--- src/logic/axi_pkg.sv ---
package axi_pkg;

  // Bus geometry.
  localparam int unsigned ADDR_W = 32;
  localparam int unsigned DATA_W = 32;
  localparam int unsigned STRB_W = DATA_W / 8;
  localparam int unsigned LEN_W  = 8;
  localparam int unsigned ID_W   = 1;
  localparam int unsigned RESP_W = 2;

  // Byte offset bits within one beat.
  localparam int unsigned BYTE_OFFS = $clog2(STRB_W);

  // Byte address.
  typedef logic [ADDR_W-1:0] axi_addr_t;

  // One data beat.
  typedef logic [DATA_W-1:0] axi_data_t;

  // One strobe bit per byte lane.
  typedef logic [STRB_W-1:0] axi_strb_t;

  // Burst length minus one.
  typedef logic [LEN_W-1:0] axi_len_t;

  // Transaction ID.
  typedef logic [ID_W-1:0] axi_id_t;

  // Response code.
  typedef logic [RESP_W-1:0] axi_resp_t;

  // Every response is OKAY.
  localparam axi_resp_t RESP_OKAY = 2'b00;

endpackage

--- src/logic/mem_pkg.sv ---
package mem_pkg;

  // Size of the on-chip RAM.
  localparam int unsigned MEM_KB = 4;

  // 4 bytes per word.
  localparam int unsigned MEM_WORDS = MEM_KB * 1024 / 4;
  localparam int unsigned MEM_AW    = $clog2(MEM_WORDS);

  // Byte address bit 12 selects the control register region.
  localparam int unsigned CSR_SEL_BIT = 12;
  localparam int unsigned CSR_W       = 8;

  // Word address into the array.
  typedef logic [MEM_AW-1:0] mem_addr_t;

  // Control register.
  typedef logic [CSR_W-1:0] csr_t;

  typedef enum logic [1:0] {
    WR_IDLE,
    WR_DATA,
    WR_RESP
  } wr_state_t;

  typedef enum logic [1:0] {
    RD_IDLE,
    RD_FETCH,
    RD_DATA
  } rd_state_t;

endpackage

--- src/logic/mem_port_if.sv ---
`timescale 1ns/1ps

interface mem_port_if;
  import axi_pkg::*;
  import mem_pkg::*;

  // Write port.
  logic      we;
  mem_addr_t waddr;
  axi_data_t wdata;
  axi_strb_t wstrb;

  // Read port, data is registered in the array.
  logic      re;
  mem_addr_t raddr;
  axi_data_t rdata;

  modport wr (
    output we, waddr, wdata, wstrb
  );

  modport rd (
    output re, raddr,
    input  rdata
  );

  modport array (
    input  we, waddr, wdata, wstrb, re, raddr,
    output rdata
  );

endinterface

--- src/logic/axi_wr_channel.sv ---
`timescale 1ns/1ps

module axi_wr_channel (
  input  logic              clk,
  input  logic              arst_n,
  input  axi_pkg::axi_id_t   awid,
  input  axi_pkg::axi_addr_t awaddr,
  input  axi_pkg::axi_len_t  awlen,
  input  logic              awvalid,
  output logic              awready,
  input  axi_pkg::axi_data_t wdata,
  input  axi_pkg::axi_strb_t wstrb,
  input  logic              wvalid,
  output logic              wready,
  output axi_pkg::axi_id_t   bid,
  output axi_pkg::axi_resp_t bresp,
  output logic              bvalid,
  input  logic              bready,
  output mem_pkg::csr_t      csr,
  mem_port_if.wr            mem
);
  import axi_pkg::*;
  import mem_pkg::*;

  wr_state_t state_q;
  wr_state_t state_d;
  axi_len_t  beats_q;   // Beats left after the current one.
  axi_id_t   id_q;
  mem_addr_t waddr_q;
  logic      csr_sel_q;

  logic aw_fire;
  logic w_fire;
  logic b_fire;
  logic last_beat;

  assign awready = (state_q == WR_IDLE);
  assign wready  = (state_q == WR_DATA);
  assign bvalid  = (state_q == WR_RESP);

  assign aw_fire   = awvalid && awready;
  assign w_fire    = wvalid && wready;
  assign b_fire    = bvalid && bready;
  assign last_beat = (beats_q == '0);

  assign bid   = id_q;
  assign bresp = RESP_OKAY;

  // Beats of a CSR burst never reach the array.
  assign mem.we    = w_fire && !csr_sel_q;
  assign mem.waddr = waddr_q;
  assign mem.wdata = wdata;
  assign mem.wstrb = wstrb;

  always_comb begin
    state_d = state_q;
    case (state_q)
      WR_IDLE: if (aw_fire) state_d = WR_DATA;
      WR_DATA: if (w_fire && last_beat) state_d = WR_RESP;
      WR_RESP: if (b_fire) state_d = WR_IDLE;
      default: state_d = WR_IDLE;
    endcase
  end

  always_ff @(posedge clk or negedge arst_n) begin
    if (!arst_n) begin
      state_q <= WR_IDLE;
      beats_q <= '0;
      csr     <= '0;
    end else begin
      state_q <= state_d;
      if (aw_fire) begin
        beats_q <= awlen;
      end else if (w_fire && !last_beat) begin
        beats_q <= beats_q - 1'b1;
      end
      if (w_fire && csr_sel_q && wstrb[0]) begin
        csr <= wdata[CSR_W-1:0];  // Low byte lane only.
      end
    end
  end

  // Burst context, wraps within the 4 KB window.
  always_ff @(posedge clk) begin
    if (aw_fire) begin
      id_q      <= awid;
      waddr_q   <= awaddr[BYTE_OFFS +: MEM_AW];
      csr_sel_q <= awaddr[CSR_SEL_BIT];
    end else if (w_fire) begin
      waddr_q <= waddr_q + 1'b1;
    end
  end

endmodule

--- src/flat_wrapper.sv ---
// flat-port wrapper written by rule: the top's interface ports become plain ports
module axi_wr_channel_flat import axi_pkg::*; import mem_pkg::*;
  (clk, arst_n, awid, awaddr, awlen, awvalid, awready, wdata, wstrb, wvalid, wready, bid, bresp, bvalid, bready, csr, mem_we, mem_waddr, mem_wdata, mem_wstrb);
  mem_port_if mem_i ();
  input  logic clk;
  input  logic arst_n;
  input  axi_pkg::axi_id_t awid;
  input  axi_pkg::axi_addr_t awaddr;
  input  axi_pkg::axi_len_t awlen;
  input  logic awvalid;
  output logic awready;
  input  axi_pkg::axi_data_t wdata;
  input  axi_pkg::axi_strb_t wstrb;
  input  logic wvalid;
  output logic wready;
  output axi_pkg::axi_id_t bid;
  output axi_pkg::axi_resp_t bresp;
  output logic bvalid;
  input  logic bready;
  output mem_pkg::csr_t csr;
  output wire logic [$bits(mem_i.we)-1:0] mem_we;
  output wire logic [$bits(mem_i.waddr)-1:0] mem_waddr;
  output wire logic [$bits(mem_i.wdata)-1:0] mem_wdata;
  output wire logic [$bits(mem_i.wstrb)-1:0] mem_wstrb;
  assign mem_we = mem_i.we;
  assign mem_waddr = mem_i.waddr;
  assign mem_wdata = mem_i.wdata;
  assign mem_wstrb = mem_i.wstrb;
  axi_wr_channel u_core (.clk(clk), .arst_n(arst_n), .awid(awid), .awaddr(awaddr), .awlen(awlen), .awvalid(awvalid), .awready(awready), .wdata(wdata), .wstrb(wstrb), .wvalid(wvalid), .wready(wready), .bid(bid), .bresp(bresp), .bvalid(bvalid), .bready(bready), .csr(csr), .mem(mem_i));
endmodule
--- config.mk ---
export PLATFORM = sky130hd
export DESIGN_NAME = axi_wr_channel_flat
export DESIGN_NICKNAME = d
export VERILOG_FILES = /design/src/logic/axi_pkg.sv /design/src/logic/mem_pkg.sv /design/src/logic/mem_port_if.sv /design/src/logic/axi_wr_channel.sv /design/src/flat_wrapper.sv
export SDC_FILE = /design/constraint.sdc
export NUM_CORES = 1
export LEC_CHECK = 0
export BUFFER_PORTS_ARGS = -buffer_cell sky130_fd_sc_hd__buf_2
export CAP_MARGIN = 20
export CORE_MARGIN = 2
export CORE_UTILIZATION = 43
export CTS_CLUSTER_SIZE = 20
export DETAILED_ROUTE_END_ITERATION = 10
export PLACE_DENSITY_LB_ADDON = 0.08
export SLEW_MARGIN = 20
export SYNTH_ARGS = -nofsm -noshare
export SYNTH_HDL_FRONTEND = slang
export SYNTH_SLANG_ARGS = --single-unit
--- constraint.sdc ---
create_clock -name clk -period 2.9 [get_ports clk]
set_clock_uncertainty 0.05 [all_clocks]
set_input_delay 0.435 -clock clk [delete_from_list [all_inputs] [get_ports clk]]
set_output_delay 0.435 -clock clk [all_outputs]
set_load 0.05 [all_outputs]
Yosys cells after proc, flatten, opt, wreduce, memory -nomap -nowiden
Index checks and enable logic that the tools add are counted.
Widths: inputs -> output; s select.
{"block": "op_classes", "add_sub_neg": 2, "reduce_logical": 15, "n_mux": 8, "n_eq_ne": 5}
{"op": "$mux 10", "n": 2}
{"op": "$mux 8", "n": 2}
{"op": "$add 10x1->10 const B", "n": 1}
{"op": "$logic_and 1x1->1", "n": 8}
{"op": "$logic_not 8->1", "n": 1}
{"op": "$sub 8x1->8 const B", "n": 1}
{"op": "$mux 2", "n": 3}
{"op": "$ne 2x2->1 const B", "n": 3}
{"op": "$pmux 2 s3", "n": 1}
{"op": "$reduce_bool 2->1", "n": 2}
{"op": "$reduce_and 3->1", "n": 1}
{"op": "$eq 2x1->1 const B", "n": 1}
{"op": "$eq 2x2->1 const B", "n": 1}
{"op": "$logic_not 1->1", "n": 2}
{"op": "$logic_not 2->1", "n": 1}
{"block": "word_totals", "regBits": 30, "word_cells": 36}

Longest topological paths before layout
{"block": "depth", "depth_word": 5, "depth_mapped": 7, "ltp_nobuf": 6}

Least setup slack after synthesis
Ideal clock, no wire load.
{"block": "synth_timing", "path_kind": "flip-flop to flip-flop", "start": "register u_core.state_q[0]", "end": "register u_core.waddr_q[5] (netlist: u_core.mem.waddr[5]) (data pin)", "path_buffers": 2, "required_time_ns": 2.588, "t_arrival_ns": 1.885, "setup_ns": 0.262, "path_slack_ns": 0.704, "stages_incl_launch_ff": 7, "path_cell_list": "dfrtp_1 -> nor2_1 -> nand2_1 -> inv_1 -> clkbuf_1 -> buf_2 -> o21ai_0"}
{"block": "synth_via", "elab_chain_len": 3}
{"element": "from (decl)", "line_no": "axi_wr_channel.sv:25", "text": "wr_state_t state_q;"}
{"element": "from (signal assigned)", "line_no": "axi_wr_channel.sv:71", "text": "state_q <= state_d;"}
{"element": "$logic_not 2->1", "line_no": "axi_wr_channel.sv:37", "text": "assign awready = (state_q == WR_IDLE);"}
{"element": "named net awready", "line_no": "flat_wrapper.sv:11", "text": "output logic awready;"}
{"element": "$logic_and 1x1->1", "line_no": "axi_wr_channel.sv:41", "text": "assign aw_fire = awvalid && awready;"}
{"element": "$mux 10", "line_no": "axi_wr_channel.sv:85", "text": "if (aw_fire) begin"}
{"element": "to (signal assigned)", "line_no": "axi_wr_channel.sv:87", "text": "waddr_q <= awaddr[BYTE_OFFS +: MEM_AW];"}
{"element": "to (signal assigned)", "line_no": "axi_wr_channel.sv:90", "text": "waddr_q <= waddr_q + 1'b1;"}
{"element": "to (decl)", "line_no": "axi_wr_channel.sv:29", "text": "mem_addr_t waddr_q;"}
The timed path passes the listed nets, and every way through them passes these cells.
A chain may end at the register's enable or synchronous reset.

Worst setup path after layout
{"block": "layout_timing", "start": "register u_core.beats_q[0]", "end": "register u_core.beats_q[1]"}
{"block": "layout_via", "elab_chain_len": 4}
{"element": "from (decl)", "line_no": "axi_wr_channel.sv:27", "text": "axi_len_t beats_q;"}
{"element": "from (signal assigned)", "line_no": "axi_wr_channel.sv:73", "text": "beats_q <= awlen;"}
{"element": "from (signal assigned)", "line_no": "axi_wr_channel.sv:75", "text": "beats_q <= beats_q - 1'b1;"}
{"element": "parallel branches: the longest is 4 deep, another holds $sub 8x1->8"}
Several ways; the timed one is not identified. The select of a mux whose other input is x is not followed.

==> impl_metrics.csv <==
group,metric,value,unit
timing,slew_violations,0,
critical_path,cp_max_fo,9,
timing,fmax,0.520,GHz
placed_design,io_buffers,65,
grt,grt_max_degree,22,
grt,grt_pass1_vias,1356,
pwr,p_leak,0.928,nW
cts,ctsHtreeMaxLevel,2,
synthesis,ys_async_sr_fraction,0.600,
placed_design,post_dp_cell_area,0.00192,mm2
synthesis,seq_area_frac_synth,0.446,
die,core,0.00403,mm2
synthesis,syn-cell-area,0.00182,mm2
timing,min_period,1.92,ns
grt,antenna_found_initial,0,
critical_path,path_class,"reg -> reg",
cts,cts_buffers,5,
die,row_count,23,
die,dieArea,0.00477,mm2
layout,nFillCells,376,
synthesis,yosys_warnings,0,
routing,wl,3750,um
cts,post_cts_buffers,0,
critical_path,critPathLaunchType,"flop",
critical_path,endpoint_kind,"flop",
layout,stdcell_area,0.00207,mm2
critical_path,required,3.01,ns
job,max-cap-violations,0,
timing,hold_viol_final,0,
grt,grt_pass1_wl,6270,um
cts,insertion_delay,0.28,ns
placed_design,place_hpwl,2890,um
synthesis,ys.flop_type,"dfrtp_1",
synthesis,ys_types,37,
cts,path_clk_slew,0.07,ns
cts,cts_buffer_depth,2,
layout,final_nets,298,
layout,areaGrowthSynthToFinish,13.5,%
routing,vias,1329,
routing,wl_per_cell,14.2,um
placed_design,gp_congestion,0.763,
synthesis,ys_ff_latch,30,
timing,min_period_over_period,0.664,
timing,setup_tns,0,ns
run_status,status,"complete, no violations",
timing,tightest_slew,0.598,ns
layout,antennaDiodeCount,0,
routing,routed_via_density,5.03,
cts,holdBufCountCts,0,
timing,slew_headroom,0.598,
grt,grt.total_usage,0.159,
synthesis,synth_edf_count,12,
die,top_level_ports,143,
layout,layout-drive-gt1-share,0.421,
timing,setup_viol,0,
layout,mostFrequentLayoutCells,"65 x buf_2, 24 x nand2_1, 18 x dfrtp_1",
pwr,ir_drop,521,uV
grt,overflow,0,
cts,clock_sinks,30,
die,die_h,69.0,um
cts,cts_tree,"yes",
cts,post_cts_resize_count,0,
die,die_w,69.0,um
cts,cts_root_buf,"clkbuf_8",
hold_path,hp-class,"in -> async",
routing,first_pass_iters,4,
synthesis,syn_area_per_cell,10.1,um2
layout,layout_commonest_cell,"buf_2",
synthesis,netlist_instances,180,
routing,ant_nets,0,
critical_path,worstPathArrival,2.04,ns
pwr,p_per_area,1250,mW/mm2
routing,drc,0,
die,start_util,0.452,
routing,drtIter0Drc,35,
timing,grt_setup_unrepaired,"no",
-- critical path, cell delays in order, from the launching register on --
cell	delay (ns)
dfrtp_1	0.37
inv_1	0.11
ha_1	0.18
nor3b_1	0.48
a21o_2	0.32
nor2_1	0.06
a221o_1	0.25
-- through the flow --
step	util	power (mW)	worst slack, ns	hold WS (ns)	instances
after global routing	0.513	2.75	0.794	0.0623	264
final	0.513	2.58	0.975	0.0325	264
after global placement	0.477	2.04	0.996	0.341	256
after detailed placement	0.477	2.08	0.983	0.349	256
after CTS	0.513	2.61	0.979	0.0428	264
after floorplan	-	1.89	0.704	0.0894	181
-- state kept, by name, summed over array words and instances (netlist names) --
| register | flops |
|---|---|
| u_core.state_q | 2 |
| u_core.mem.waddr | 10 |
| u_core.bid | 1 |
| u_core.csr_sel_q | 1 |
| u_core.beats_q | 8 |
| u_core.csr | 8 |
-- cell usage after synthesis (2+ instances only) --
cell type  count  share of area
ha_1           3          0.021
xor2_1         6          0.029
xnor2_1        5          0.024
clkbuf_1       2         0.0041
mux2_2         8          0.050
a21oi_1        3         0.0083
nand4_1        2         0.0069
or4_1          3          0.012
inv_1          5          0.010
nor2_1         7          0.014
edfxtp_1      12           0.20
o311ai_0       3          0.014
nand2_1       24          0.050
buf_4         38           0.16
dfrtp_1       18           0.25
and3_1         2         0.0069
buf_2          2         0.0055
nand3_1        7          0.019
or2_2          2         0.0069
nor2b_1        2         0.0069
o21ai_0       10          0.028
-- report_power, final --
part           total [mW]  internal [mW]  switching (mW)
logic                1.21          0.366           0.849
registers           0.841          0.677           0.165
clock network       0.527          0.366           0.160
-- layout make-up --
class / instances / area, um2 / share of cell area
clock buffers: 6 / 82.6 / 0.0400
clock inverters: 2 / 60.1 / 0.0291
inverters: 5 / 18.8 / 0.00909
multi-input cells: 104 / 691 / 0.334
flip-flops and latches: 30 / 811 / 0.392
well taps: 50 / 62.6 / 0.0303
repair buffers: 67 / 340 / 0.165
-- layer usage --
metal	track usage	routed length (um)	vias up
li1	-	-	645
met4	0.0566	80	0
met3	0.0599	330	19
met1	0.186	1500	611
met2	0.267	1840	54
met5	0	0	-
-- worst paths after layout --
kind                              startpoint           endpoint  slack [ns]  cells past startpoint
min                                   arst_n      u_core.csr[3]        0.03                      1
min in group clk                        awid         u_core.bid        0.28                      1
max reg2reg                u_core.beats_q[0]  u_core.beats_q[1]        0.98                      6
max                        u_core.beats_q[0]  u_core.beats_q[1]        0.98                      6
max in group asynchronous             arst_n      u_core.csr[0]        2.48                      1
min reg2reg                    u_core.csr[6]      u_core.csr[6]        0.46                      1
-- cells by family after synthesis --
kind of cell	count (synthesis)	share of synthesized area
simple gates	59	0.179
buf+inv	47	0.177
flops	30	0.446
compound gates	20	0.0681
xor+xnor	11	0.0530
mux	9	0.0550
fa+ha+maj	3	0.0206
other cells	1	0.00206
Power figures use the tool's default switching activity.
