--- src/logic/axi_pkg.sv ---
package axi_pkg;

  // Bus geometry.
  localparam int unsigned ADDR_W = 32;
  localparam int unsigned DATA_W = 32;
  localparam int unsigned STRB_W = DATA_W / 8;
  localparam int unsigned LEN_W  = 8;
  localparam int unsigned ID_W   = 1;
  localparam int unsigned RESP_W = 2;

  // Byte offset bits within one beat.
  localparam int unsigned BYTE_OFFS = $clog2(STRB_W);

  // Byte address.
  typedef logic [ADDR_W-1:0] axi_addr_t;

  // One data beat.
  typedef logic [DATA_W-1:0] axi_data_t;

  // One strobe bit per byte lane.
  typedef logic [STRB_W-1:0] axi_strb_t;

  // Burst length minus one.
  typedef logic [LEN_W-1:0] axi_len_t;

  // Transaction ID.
  typedef logic [ID_W-1:0] axi_id_t;

  // Response code.
  typedef logic [RESP_W-1:0] axi_resp_t;

  // Every response is OKAY.
  localparam axi_resp_t RESP_OKAY = 2'b00;

endpackage

--- src/logic/mem_pkg.sv ---
package mem_pkg;

  // Size of the on-chip RAM.
  localparam int unsigned MEM_KB = 4;

  // 4 bytes per word.
  localparam int unsigned MEM_WORDS = MEM_KB * 1024 / 4;
  localparam int unsigned MEM_AW    = $clog2(MEM_WORDS);

  // Byte address bit 12 selects the control register region.
  localparam int unsigned CSR_SEL_BIT = 12;
  localparam int unsigned CSR_W       = 8;

  // Word address into the array.
  typedef logic [MEM_AW-1:0] mem_addr_t;

  // Control register.
  typedef logic [CSR_W-1:0] csr_t;

  typedef enum logic [1:0] {
    WR_IDLE,
    WR_DATA,
    WR_RESP
  } wr_state_t;

  typedef enum logic [1:0] {
    RD_IDLE,
    RD_FETCH,
    RD_DATA
  } rd_state_t;

endpackage

--- src/logic/mem_port_if.sv ---
`timescale 1ns/1ps

interface mem_port_if;
  import axi_pkg::*;
  import mem_pkg::*;

  // Write port.
  logic      we;
  mem_addr_t waddr;
  axi_data_t wdata;
  axi_strb_t wstrb;

  // Read port, data is registered in the array.
  logic      re;
  mem_addr_t raddr;
  axi_data_t rdata;

  modport wr (
    output we, waddr, wdata, wstrb
  );

  modport rd (
    output re, raddr,
    input  rdata
  );

  modport array (
    input  we, waddr, wdata, wstrb, re, raddr,
    output rdata
  );

endinterface

--- src/logic/axi_rd_channel.sv ---
`timescale 1ns/1ps

module axi_rd_channel (
  input  logic              clk,
  input  logic              arst_n,
  input  axi_pkg::axi_id_t   arid,
  input  axi_pkg::axi_addr_t araddr,
  input  axi_pkg::axi_len_t  arlen,
  input  logic              arvalid,
  output logic              arready,
  output axi_pkg::axi_id_t   rid,
  output axi_pkg::axi_data_t rdata,
  output axi_pkg::axi_resp_t rresp,
  output logic              rlast,
  output logic              rvalid,
  input  logic              rready,
  input  mem_pkg::csr_t      csr,
  mem_port_if.rd            mem
);
  import axi_pkg::*;
  import mem_pkg::*;

  rd_state_t state_q;
  rd_state_t state_d;
  axi_len_t  beats_q;   // Beats left after the current one.
  axi_id_t   id_q;
  mem_addr_t raddr_q;
  logic      csr_sel_q;
  csr_t      csr_snap_q;

  logic ar_fire;
  logic r_fire;

  assign arready = (state_q == RD_IDLE);
  assign rvalid  = (state_q == RD_DATA);
  assign rlast   = rvalid && (beats_q == '0);

  assign ar_fire = arvalid && arready;
  assign r_fire  = rvalid && rready;

  assign rid   = id_q;
  assign rresp = RESP_OKAY;
  assign rdata = csr_sel_q ? {{(DATA_W-CSR_W){1'b0}}, csr_snap_q} : mem.rdata;

  // One array access per beat.
  assign mem.re    = (state_q == RD_FETCH);
  assign mem.raddr = raddr_q;

  always_comb begin
    state_d = state_q;
    case (state_q)
      RD_IDLE:  if (ar_fire) state_d = RD_FETCH;
      RD_FETCH: state_d = RD_DATA;
      RD_DATA:  if (r_fire) state_d = rlast ? RD_IDLE : RD_FETCH;
      default:  state_d = RD_IDLE;
    endcase
  end

  always_ff @(posedge clk or negedge arst_n) begin
    if (!arst_n) begin
      state_q <= RD_IDLE;
      beats_q <= '0;
    end else begin
      state_q <= state_d;
      if (ar_fire) begin
        beats_q <= arlen;
      end else if (r_fire && !rlast) begin
        beats_q <= beats_q - 1'b1;
      end
    end
  end

  always_ff @(posedge clk) begin
    if (ar_fire) begin
      id_q      <= arid;
      raddr_q   <= araddr[BYTE_OFFS +: MEM_AW];
      csr_sel_q <= araddr[CSR_SEL_BIT];
    end else if (r_fire) begin
      raddr_q <= raddr_q + 1'b1;
    end
    // Sampled with the array so rdata holds under back-pressure.
    if (mem.re) begin
      csr_snap_q <= csr;
    end
  end

endmodule

--- src/flat_wrapper.sv ---
// flat-port wrapper written by rule: the top's interface ports become plain ports
module axi_rd_channel_flat import axi_pkg::*; import mem_pkg::*;
  (clk, arst_n, arid, araddr, arlen, arvalid, arready, rid, rdata, rresp, rlast, rvalid, rready, csr, mem_re, mem_raddr, mem_rdata);
  mem_port_if mem_i ();
  input  logic clk;
  input  logic arst_n;
  input  axi_pkg::axi_id_t arid;
  input  axi_pkg::axi_addr_t araddr;
  input  axi_pkg::axi_len_t arlen;
  input  logic arvalid;
  output logic arready;
  output axi_pkg::axi_id_t rid;
  output axi_pkg::axi_data_t rdata;
  output axi_pkg::axi_resp_t rresp;
  output logic rlast;
  output logic rvalid;
  input  logic rready;
  input  mem_pkg::csr_t csr;
  output wire logic [$bits(mem_i.re)-1:0] mem_re;
  output wire logic [$bits(mem_i.raddr)-1:0] mem_raddr;
  input wire logic [$bits(mem_i.rdata)-1:0] mem_rdata;
  assign mem_re = mem_i.re;
  assign mem_raddr = mem_i.raddr;
  assign mem_i.rdata = mem_rdata;
  axi_rd_channel u_core (.clk(clk), .arst_n(arst_n), .arid(arid), .araddr(araddr), .arlen(arlen), .arvalid(arvalid), .arready(arready), .rid(rid), .rdata(rdata), .rresp(rresp), .rlast(rlast), .rvalid(rvalid), .rready(rready), .csr(csr), .mem(mem_i));
endmodule
--- config.mk ---
export PLATFORM = sky130hd
export DESIGN_NAME = axi_rd_channel_flat
export DESIGN_NICKNAME = d
export VERILOG_FILES = /design/src/logic/axi_pkg.sv /design/src/logic/mem_pkg.sv /design/src/logic/mem_port_if.sv /design/src/logic/axi_rd_channel.sv /design/src/flat_wrapper.sv
export SDC_FILE = /design/constraint.sdc
export NUM_CORES = 1
export LEC_CHECK = 0
export BUFFER_PORTS_ARGS = -buffer_cell sky130_fd_sc_hd__clkbuf_2
export CORE_MARGIN = 3
export CORE_UTILIZATION = 43
export CTS_CLUSTER_SIZE = 10
export DETAILED_ROUTE_END_ITERATION = 6
export PLACE_DENSITY = 0.84
export SETUP_SLACK_MARGIN = 0.5
export SYNTH_ARGS = -nofsm -noshare
export SYNTH_HDL_FRONTEND = slang
export SYNTH_SLANG_ARGS = --single-unit
export TNS_END_PERCENT = 100
--- constraint.sdc ---
create_clock -name clk -period 4 [get_ports clk]
set_input_delay 0.6 -clock clk [delete_from_list [all_inputs] [get_ports clk]]
set_output_delay 0.6 -clock clk [all_outputs]
set_load 0.005 [all_outputs]
Yosys cells after proc, flatten, opt, wreduce, memory -nomap -nowiden

Cells that the tools add are included.

Logic and storage cells: 31
Output and inout bits: 49
Input port bits: 85
Register bits after elaboration: 30

Eq/ne operators: 4
Reductions and logical operators: 10
Muxes and demuxes: 9
Add/sub/neg operators: 2

Operator list:

| kind                                             | count |
|---|---|
| 2-to-1 mux 32 bit                                | 1 |
| 2-to-1 mux 10 bit                                | 2 |
| 2-to-1 mux 8 bit                                 | 2 |
| adder 10 x 1 -> 10 bit, second input constant    | 1 |
| zero test 8 bit                                  | 1 |
| subtractor 8 x 1 -> 8 bit, second input constant | 1 |
| one-hot mux 2 bit (3 select lines)               | 1 |
| logical AND 1 bit                                | 4 |
| 2-to-1 mux 2 bit                                 | 2 |
| inequality test 2 bit, second input constant     | 2 |
| nonzero test 2 bit                               | 2 |
| == test 2 x 1 -> 1 bit, second input constant    | 1 |
| == test 2 bit, second input constant             | 1 |
| zero test 2 bit                                  | 1 |
| AND reduction 2 bit                              | 1 |
| zero test 1 bit                                  | 1 |
| 2-to-1 mux 1 bit                                 | 1 |

Logic depth before layout (Yosys ltp)

Gate-level depths: netlist of the first run.

Word-level depth: 6
Depth in mapped cells: 6
Gate-level depth less buffers: 6

Worst setup path after synthesis of the first run

No wires, ideal clock.

Kind: reg-to-output
From: register u_core.beats_q[0]
To: output rlast
Data arrival time: 1136 ps
Stages on the path, launching flop included: 5
Data required time: 3400 ps
Path slack: 2264 ps
Path buffers: 0
Path through: dfrtp_1 > inv_1 > ha_1 > nor4b_4 > and3_1

Longest elaborated chain between the ends: 2

Ends and longest elaborated chain:

| element                | line                 | RTL |
|---|---|---|
| from (decl)            | axi_rd_channel.sv:25 | `axi_len_t beats_q;` |
| from (signal assigned) | axi_rd_channel.sv:66 | `beats_q <= arlen;` |
| from (signal assigned) | axi_rd_channel.sv:68 | `beats_q <= beats_q - 1'b1;` |
| zero test 8 bit        | axi_rd_channel.sv:36 | `assign rlast = rvalid && (beats_q == '0);` |
| logical AND 1 bit      | axi_rd_channel.sv:36 |  |
| to (decl)              | flat_wrapper.sv:15   | `output logic rlast;` |

No other way between the ends.

Worst setup path after layout of the first run

From: register u_core.csr_sel_q
To: output rdata[1]

Longest elaborated chain between the ends: 1

Ends and longest elaborated chain:

| element                | line                 | RTL |
|---|---|---|
| from (decl)            | axi_rd_channel.sv:28 | `logic csr_sel_q;` |
| from (signal assigned) | axi_rd_channel.sv:77 | `csr_sel_q <= araddr[CSR_SEL_BIT];` |
| 2-to-1 mux 32 bit      | axi_rd_channel.sv:43 | `assign rdata = csr_sel_q ? {{(DATA_W-CSR_W){1'b0}}, csr_snap_q} : mem.rdata;` |
| to (decl)              | flat_wrapper.sv:13   | `output axi_pkg::axi_data_t rdata;` |

No other way between the ends.

==> results of run 1 <==
per-stage QoR:
step           hold slack (ns)  cell area [um^2]  utilization [%]  power, mW
2_1_floorplan            0.304              1750                -      0.983
3_3_place_gp             0.481              2320             61.6       1.18
3_5_place_dp             0.480              2320             61.6       1.22
4_1_cts                  0.184              2400             63.7       1.44
5_1_grt                  0.184              2400             63.7       1.54
6_report                 0.183              2400             63.7       1.43
cells by family after synthesis:
kind of cell	after synthesis	synth area share [%]
compound gates	20	6.96
xor+xnor	10	5.03
fa+ha+maj	3	2.15
buf+inv	12	3.16
flops	30	48.8
mux	13	8.18
other cells	1	0.215
simple gates	76	25.5
path summary, 6_finish.rpt:
kind | start | endpoint | slack, ns | depth (start not counted)
worst max-delay path | u_core.csr_sel_q | rdata[1] | 1.62 | 2
worst min-delay path | arst_n | u_core.beats_q[1] | 0.18 | 1
worst max register to register | u_core.beats_q[0] | u_core.beats_q[1] | 2.25 | 6
min in group clk | araddr[12] | u_core.csr_sel_q | 0.50 | 1
max in group asynchronous | arst_n | u_core.beats_q[0] | 3.61 | 1
worst min register to register | u_core.beats_q[0] | u_core.beats_q[0] | 0.61 | 2
routing by layer:
metal | up-vias | GRT usage, %
li1 | 793 | -
met1 | 728 | 18.7
met2 | 71 | 34.5
met3 | 7 | 6.67
met4 | 0 | 7.02
met5 | - | 0
synth_stat cells (2+ instances only):
library cell | number | area [um^2]
mux2i_1 | 3 | 30.0
buf_2 | 2 | 10.0
nor2_1 | 20 | 75.1
dfrtp_1 | 10 | 250
xnor2_1 | 3 | 26.3
and3_1 | 4 | 25.0
ha_1 | 3 | 37.5
or3_1 | 2 | 12.5
edfxtp_1 | 20 | 601
nand4_1 | 4 | 25.0
nand2_1 | 4 | 15.0
buf_4 | 2 | 15.0
nor2b_1 | 27 | 169
inv_1 | 4 | 15.0
nand3_1 | 6 | 30.0
clkbuf_1 | 4 | 15.0
mux2_2 | 9 | 101
xor2_1 | 7 | 61.3
a21oi_1 | 14 | 70.1
worst reg2reg max path, stage by stage (launching register included):
cell	delay, ns
dfrtp_1	0.40
inv_1	0.09
ha_1	0.21
nor4b_4	0.38
a21oi_2	0.16
mux2i_1	0.14
mux2_2	0.26
cell type report:
type                            count  share of cell area [%]
Clock buffer                        7                    3.18
Inverter                            4                   0.625
Multi-Input combinational cell    124                    35.0
Sequential cell                    30                    35.4
Timing Repair Buffer              111                    23.2
Tap cell                           48                    2.50
registers in the layout, summed over array words and instances (netlist names):
name,cells
u_core.mem.raddr,10
u_core.beats_q,8
u_core.csr_snap_q,8
u_core.state_q,2
u_core.csr_sel_q,1
u_core.rid,1
power by group through the flow:
stage,registers [mW],logic [mW],clock network [mW]
2_1_floorplan,0.614,0.369,0
5_1_grt,0.673,0.630,0.240
6_report,0.649,0.558,0.220
3_5_place_dp,0.654,0.562,0
3_3_place_gp,0.641,0.542,0
4_1_cts,0.649,0.567,0.225
==> flow_summary.json, run 1 <==
{
  "die_h_um": 69.7,
  "worstSetupStartpointType": "register",
  "ctsHoldBuffers": 0,
  "gp_congestion": 0.811,
  "path_buf_inv": 1,
  "dp_hpwl_mm": 3.42,
  "tightestPinTransition_ns": 0.950,
  "switching_share_pct": 37.0,
  "post-place-cells": 317,
  "io_pins": 134,
  "status": "completed",
  "antenna_left": 0,
  "cts_buffer_depth": 2,
  "ir_drop_uv": 313,
  "wl_per_cell_um": 13.1,
  "p_leak_nw": 1.17,
  "overflow": 0,
  "cts_setup_buffers": 0,
  "clock_latency_ns": 0.27,
  "wl_met3_um": 364,
  "final.setup.tns_ns": 0,
  "drt_iter0_markers": 15,
  "power.share.clock_pct": 15.4,
  "ys_seq_area_share_pct": 48.8,
  "fillers": 337,
  "h-tree-depth": 2,
  "final_common_cell": "clkbuf_2",
  "die_w_um": 69.7,
  "max_freq_mhz": 419,
  "num_vias": 1599,
  "fin_ws_ns": 1.62,
  "finalMaxSlewViolations": 0,
  "drc": 0,
  "finalWirelength_mm": 4.26,
  "cts_tree": "done",
  "comb_power_share_pct": 39.1,
  "hold_violations": 0,
  "min_period_ns": 2.38,
  "fin_crit_sh_pct": 59.6,
  "wl_met1_mm": 1.52,
  "pwr-share-seq_pct": 45.5,
  "grt_pass1_vias": 1627,
  "dr.pass1.iters": 4,
  "p_per_area_nw_per_um2": 594,
  "yosysUniqueCellTypes": 36,
  "grt_usage_pct": 18.5,
  "worstPathArrival_ns": 1.78,
  "intPower_uw": 899,
  "async_flop_share_pct": 33.3,
  "nets": 364,
  "drive_above_1_share_pct": 47.1,
  "syn_area_um2": 1740,
  "wl_met2_mm": 2.29,
  "ys.flop_type": "edfxtp_1",
  "worstSetupPathType": "reg2out",
  "cts.repair.resized": 0,
  "crit_chain": "mux2_2 > clkbuf_2",
  "crit_family": "flip-flops",
  "final_cell_mix": "clkbuf_2 (110), nor2b_1 (27), nor2_1 (20), edfxtp_1 (20), a21oi_1 (14)",
  "area_growth_pct": 37.8,
  "vias_per_cell": 4.94,
  "initial_utilization_pct": 46.2,
  "postSynthCellCount": 165,
  "hold_class": "in2async",
  "stdcell_count": 324,
  "rsz0062_at_grt": "false",
  "multiInputGateArea_um2": 841,
  "synth_edf_count": 20,
  "ys_ff_latch": 30,
  "worstPathRequired_ns": 3.40,
  "setup_viol": 0,
  "antenna_cells": 0,
  "antenna_found_initial": 0,
  "rows": 22,
  "numCtsBuffers": 5,
  "skew_ns": 0.00400,
  "synth-warning-count": 0,
  "grt_pass1_wl_mm": 7.23,
  "core_um2": 3770,
  "slew_headroom_pct": 36.7,
  "worst_setup_path_end_kind": "primary output",
  "top_layer_used": "met4",
  "slowest_delay_ns": 0.97,
  "final-seq-area_um2": 851,
  "grt_max_degree": 34,
  "dieArea_um2": 4850,
  "slowest_stage": "edfxtp_1",
  "cts_sinks": 30,
  "maxCapViolations": 0,
  "net-switching-power_uw": 527,
  "path_clk_slew_ns": 0.06,
  "portBuffers": 110,
  "place_ws_ns": 1.88,
  "cts_root_buffer": "clkbuf_8",
  "worstPathMaxFanout": 32,
  "synth_area_per_cell_um2": 10.6
}
Power figures use the tool's default switching activity.
==> inputs of run 2 (changes only) <==
Settings changed: ABC_AREA set to 1, CORE_UTILIZATION 43 to 41, PLACE_DENSITY 0.84 to 0.78.
Clock period 4 ns to 2.4 ns, I/O delays scaled along.
==> run 2 against run 1 <==
  * First-iteration DRC count rose to 5.7 times the previous value
  * Power grew 100%
  * Non-clock buffer count grew 6
  * Synthesized cell count increased by 49%
  * Sequential power up 57%
  * Cell count up 28%
  * Sequential share of layout area is 3.2 points lower
  * Core utilization fell by 4.2 points
  * Design area increased by 10%
  * Flip-flop and latch count stayed put
  * Largest power group is now combinational logic
==> flow_summary.json, run 2 <==
{
  "die_h_um": 74.4,
  "grt_pass1_wl_mm": 7.00,
  "final.setup.tns_ns": 0,
  "dieArea_um2": 5530,
  "cts_root_buffer": "clkbuf_8",
  "vias_per_cell": 4.45,
  "rows": 24,
  "busiest_layer": "met2",
  "numCtsBuffers": 5,
  "wl_per_cell_um": 11.2,
  "num_vias": 1853,
  "ys.flop_type": "edfxtp_1",
  "cts_buffer_depth": 2,
  "net-switching-power_mw": 1.16,
  "grt_use_met1_pct": 17.0,
  "synth_top_area_share_pct": 31.3,
  "rr_endpoint": "u_core.beats_q[0]",
  "skew_ns": 0.00898,
  "crit_start": "u_core.beats_q[0]",
  "largest_reg_flops": 10,
  "worstSetupPathType": "reg2out",
  "worstPathArrival_ns": 1.40,
  "setup_viol": 0,
  "yosysTopAreaCell": "edfxtp_1",
  "fin_crit_sh_pct": 73.4,
  "ys_ff_latch": 30,
  "finalWirelength_mm": 4.66,
  "grt_usage_pct": 16.7,
  "r2r_slack_ns": 0.94,
  "r2r_start": "u_core.beats_q[0]",
  "ir_drop_uv": 628,
  "initial_utilization_pct": 43.1,
  "hold_class": "in2reg",
  "core_um2": 4440,
  "path_clk_slew_ns": 0.07,
  "antenna_cells": 0,
  "status": "completed",
  "worst_setup_path_end_kind": "primary output",
  "grt_pass1_vias": 1651,
  "synth.most_common_cell": "nand2_1",
  "comb_power_share_pct": 46.6,
  "dr.pass1.iters": 4,
  "overflow": 0,
  "portBuffers": 110,
  "p_leak_nw": 1.49,
  "hold-path-cell-count": 1,
  "synth_area_leaders": "edfxtp_1 (31%), dfrtp_1 (13%), nand2_1 (12%)",
  "crit_end": "rlast",
  "clock_latency_ns": 0.28,
  "synth_area_per_cell_um2": 7.79,
  "cts_sinks": 30,
  "maxCapViolations": 0,
  "final_cell_mix": "clkbuf_2 (110), nand2_1 (59), nor2_1 (46)",
  "switching_share_pct": 40.6,
  "r2r_cells": 10,
  "power.share.clock_pct": 17.6,
  "grt_use_met3_pct": 5.27,
  "synth_edf_count": 20,
  "intPower_mw": 1.70,
  "drive_above_1_share_pct": 42.3,
  "postSynthCellCount": 246,
  "worstPathMaxFanout": 4,
  "final_common_cell": "clkbuf_2",
  "pwr-share-seq_pct": 35.8,
  "drt_iter0_markers": 86,
  "finalMaxSlewViolations": 0,
  "area_growth_pct": 37.9,
  "worstSetupStartpointType": "register",
  "synth_common_cells": "nand2_1 (59), nor2_1 (47), inv_1 (39)",
  "fin_hold_ws_ns": 0.249,
  "min_period_ns": 1.76,
  "dp_hpwl_mm": 3.76,
  "nets": 451,
  "met2_usage_pct": 32.1,
  "io_pins": 134,
  "antenna_left": 0,
  "yosysUniqueCellTypes": 27,
  "die_w_um": 74.4,
  "h-tree-depth": 2,
  "rsz0062_at_grt": "false",
  "worstPathRequired_ns": 2.04,
  "max_freq_mhz": 568,
  "drc": 0,
  "ys_seq_area_share_pct": 44.4,
  "cts_tree": "done",
  "async_flop_share_pct": 33.3,
  "gp_congestion": 0.864,
  "grt_max_degree": 27,
  "p_per_area_nw_per_um2": 1080,
  "synth-warning-count": 0,
  "syn_area_um2": 1920,
  "hold_violations": 0,
  "antenna_found_initial": 0
}
==> run 2: cell types whose count changed after synthesis, sizes merged, moves of 5 or more <==
cell / delta
a21oi: -15
and3: -5
inv: +39
nand2: +62
nand3: +11
nor2: +29
nor2b: -27
o21ai: +14
==> run 2: critical path, stage by stage, from the launching register on <==
cell and delay [ns]:
dfrtp_1 0.38, inv_2 0.09, ha_1 0.16, nand2_1 0.06
nor2_1 0.12, nand3_2 0.09, nor2_2 0.10, clkbuf_2 0.12
==> run 2: what timing repair did <==
item / in CTS / in global routing
gates resized for setup: 0 / 3
setup endpoints to repair: 2 / 1
setup buffers: 3 / 1
hold buffers: 1 / 0
endpoints found under the hold margin: 10 / 0
==> run 2: logic make-up (layout without fill, tap and decap cells) <==
group | after synthesis | in the layout | synth area share, %
DFF | 30 | 30 | 44.4
xor gates and xnor gates | 4 | 4 | 1.83
muxes | 8 | 8 | 4.70
other | 1 | 2 | 0.196
adders and majority gates | 3 | 3 | 1.96
buffers and inverters | 51 | 168 | 12.1
AOI/OAI and AO/OA | 15 | 15 | 4.83
and+or+nand+nor | 134 | 134 | 30.0
==> run 2: worst min path at each step <==
stage	start	to	slack [ns]
final	csr[7]	u_core.csr_snap_q[7]	0.25
after floorplan	arst_n	u_core.beats_q[0]	0.06
after global placement	arst_n	u_core.beats_q[7]	0.24
after CTS	csr[6]	u_core.csr_snap_q[6]	0.24
after detailed placement	arst_n	u_core.beats_q[7]	0.24
after global routing	csr[7]	u_core.csr_snap_q[7]	0.24
==> run 2: final cells by class <==
class / count / area [um^2]
clock inverter: 3 / 40.0
sequential: 30 / 851
tap: 52 / 65.1
inverter: 43 / 171
timing repair buffer: 117 / 606
multi-input combinational: 166 / 841
fill: 413 / 1800
clock buffer: 5 / 68.8
==> run 2: per-layer routing <==
| metal | vias to the layer above | share of wire, % |
|---|---|---|
| met5 | - | 0 |
| li1 | 990 | - |
| met4 | 0 | 1.3 |
| met3 | 6 | 9.5 |
| met2 | 79 | 52 |
| met1 | 778 | 38 |
==> run 2: power groups by stage <==
stage	clock network [mW]	registers, mW	logic [mW]
6_report	0.504	1.02	1.33
4_1_cts	0.513	1.02	1.35
5_1_grt	0.530	1.06	1.54
2_1_floorplan	0	0.999	0.941
3_5_place_dp	0	1.05	1.31
3_3_place_gp	0	1.04	1.28
==> run 2: through the flow <==
stage	total power, mW	std cells	setup slack [ns]	util, %	cell area (um^2)
after floorplan	1.94	247	1.05	-	1920
after global placement	2.32	403	0.808	56.1	2490
after detailed placement	2.36	403	0.794	56.1	2490
after CTS	2.88	415	0.518	59.2	2630
after global routing	3.13	416	0.543	59.5	2640
final	2.86	416	0.639	59.5	2640
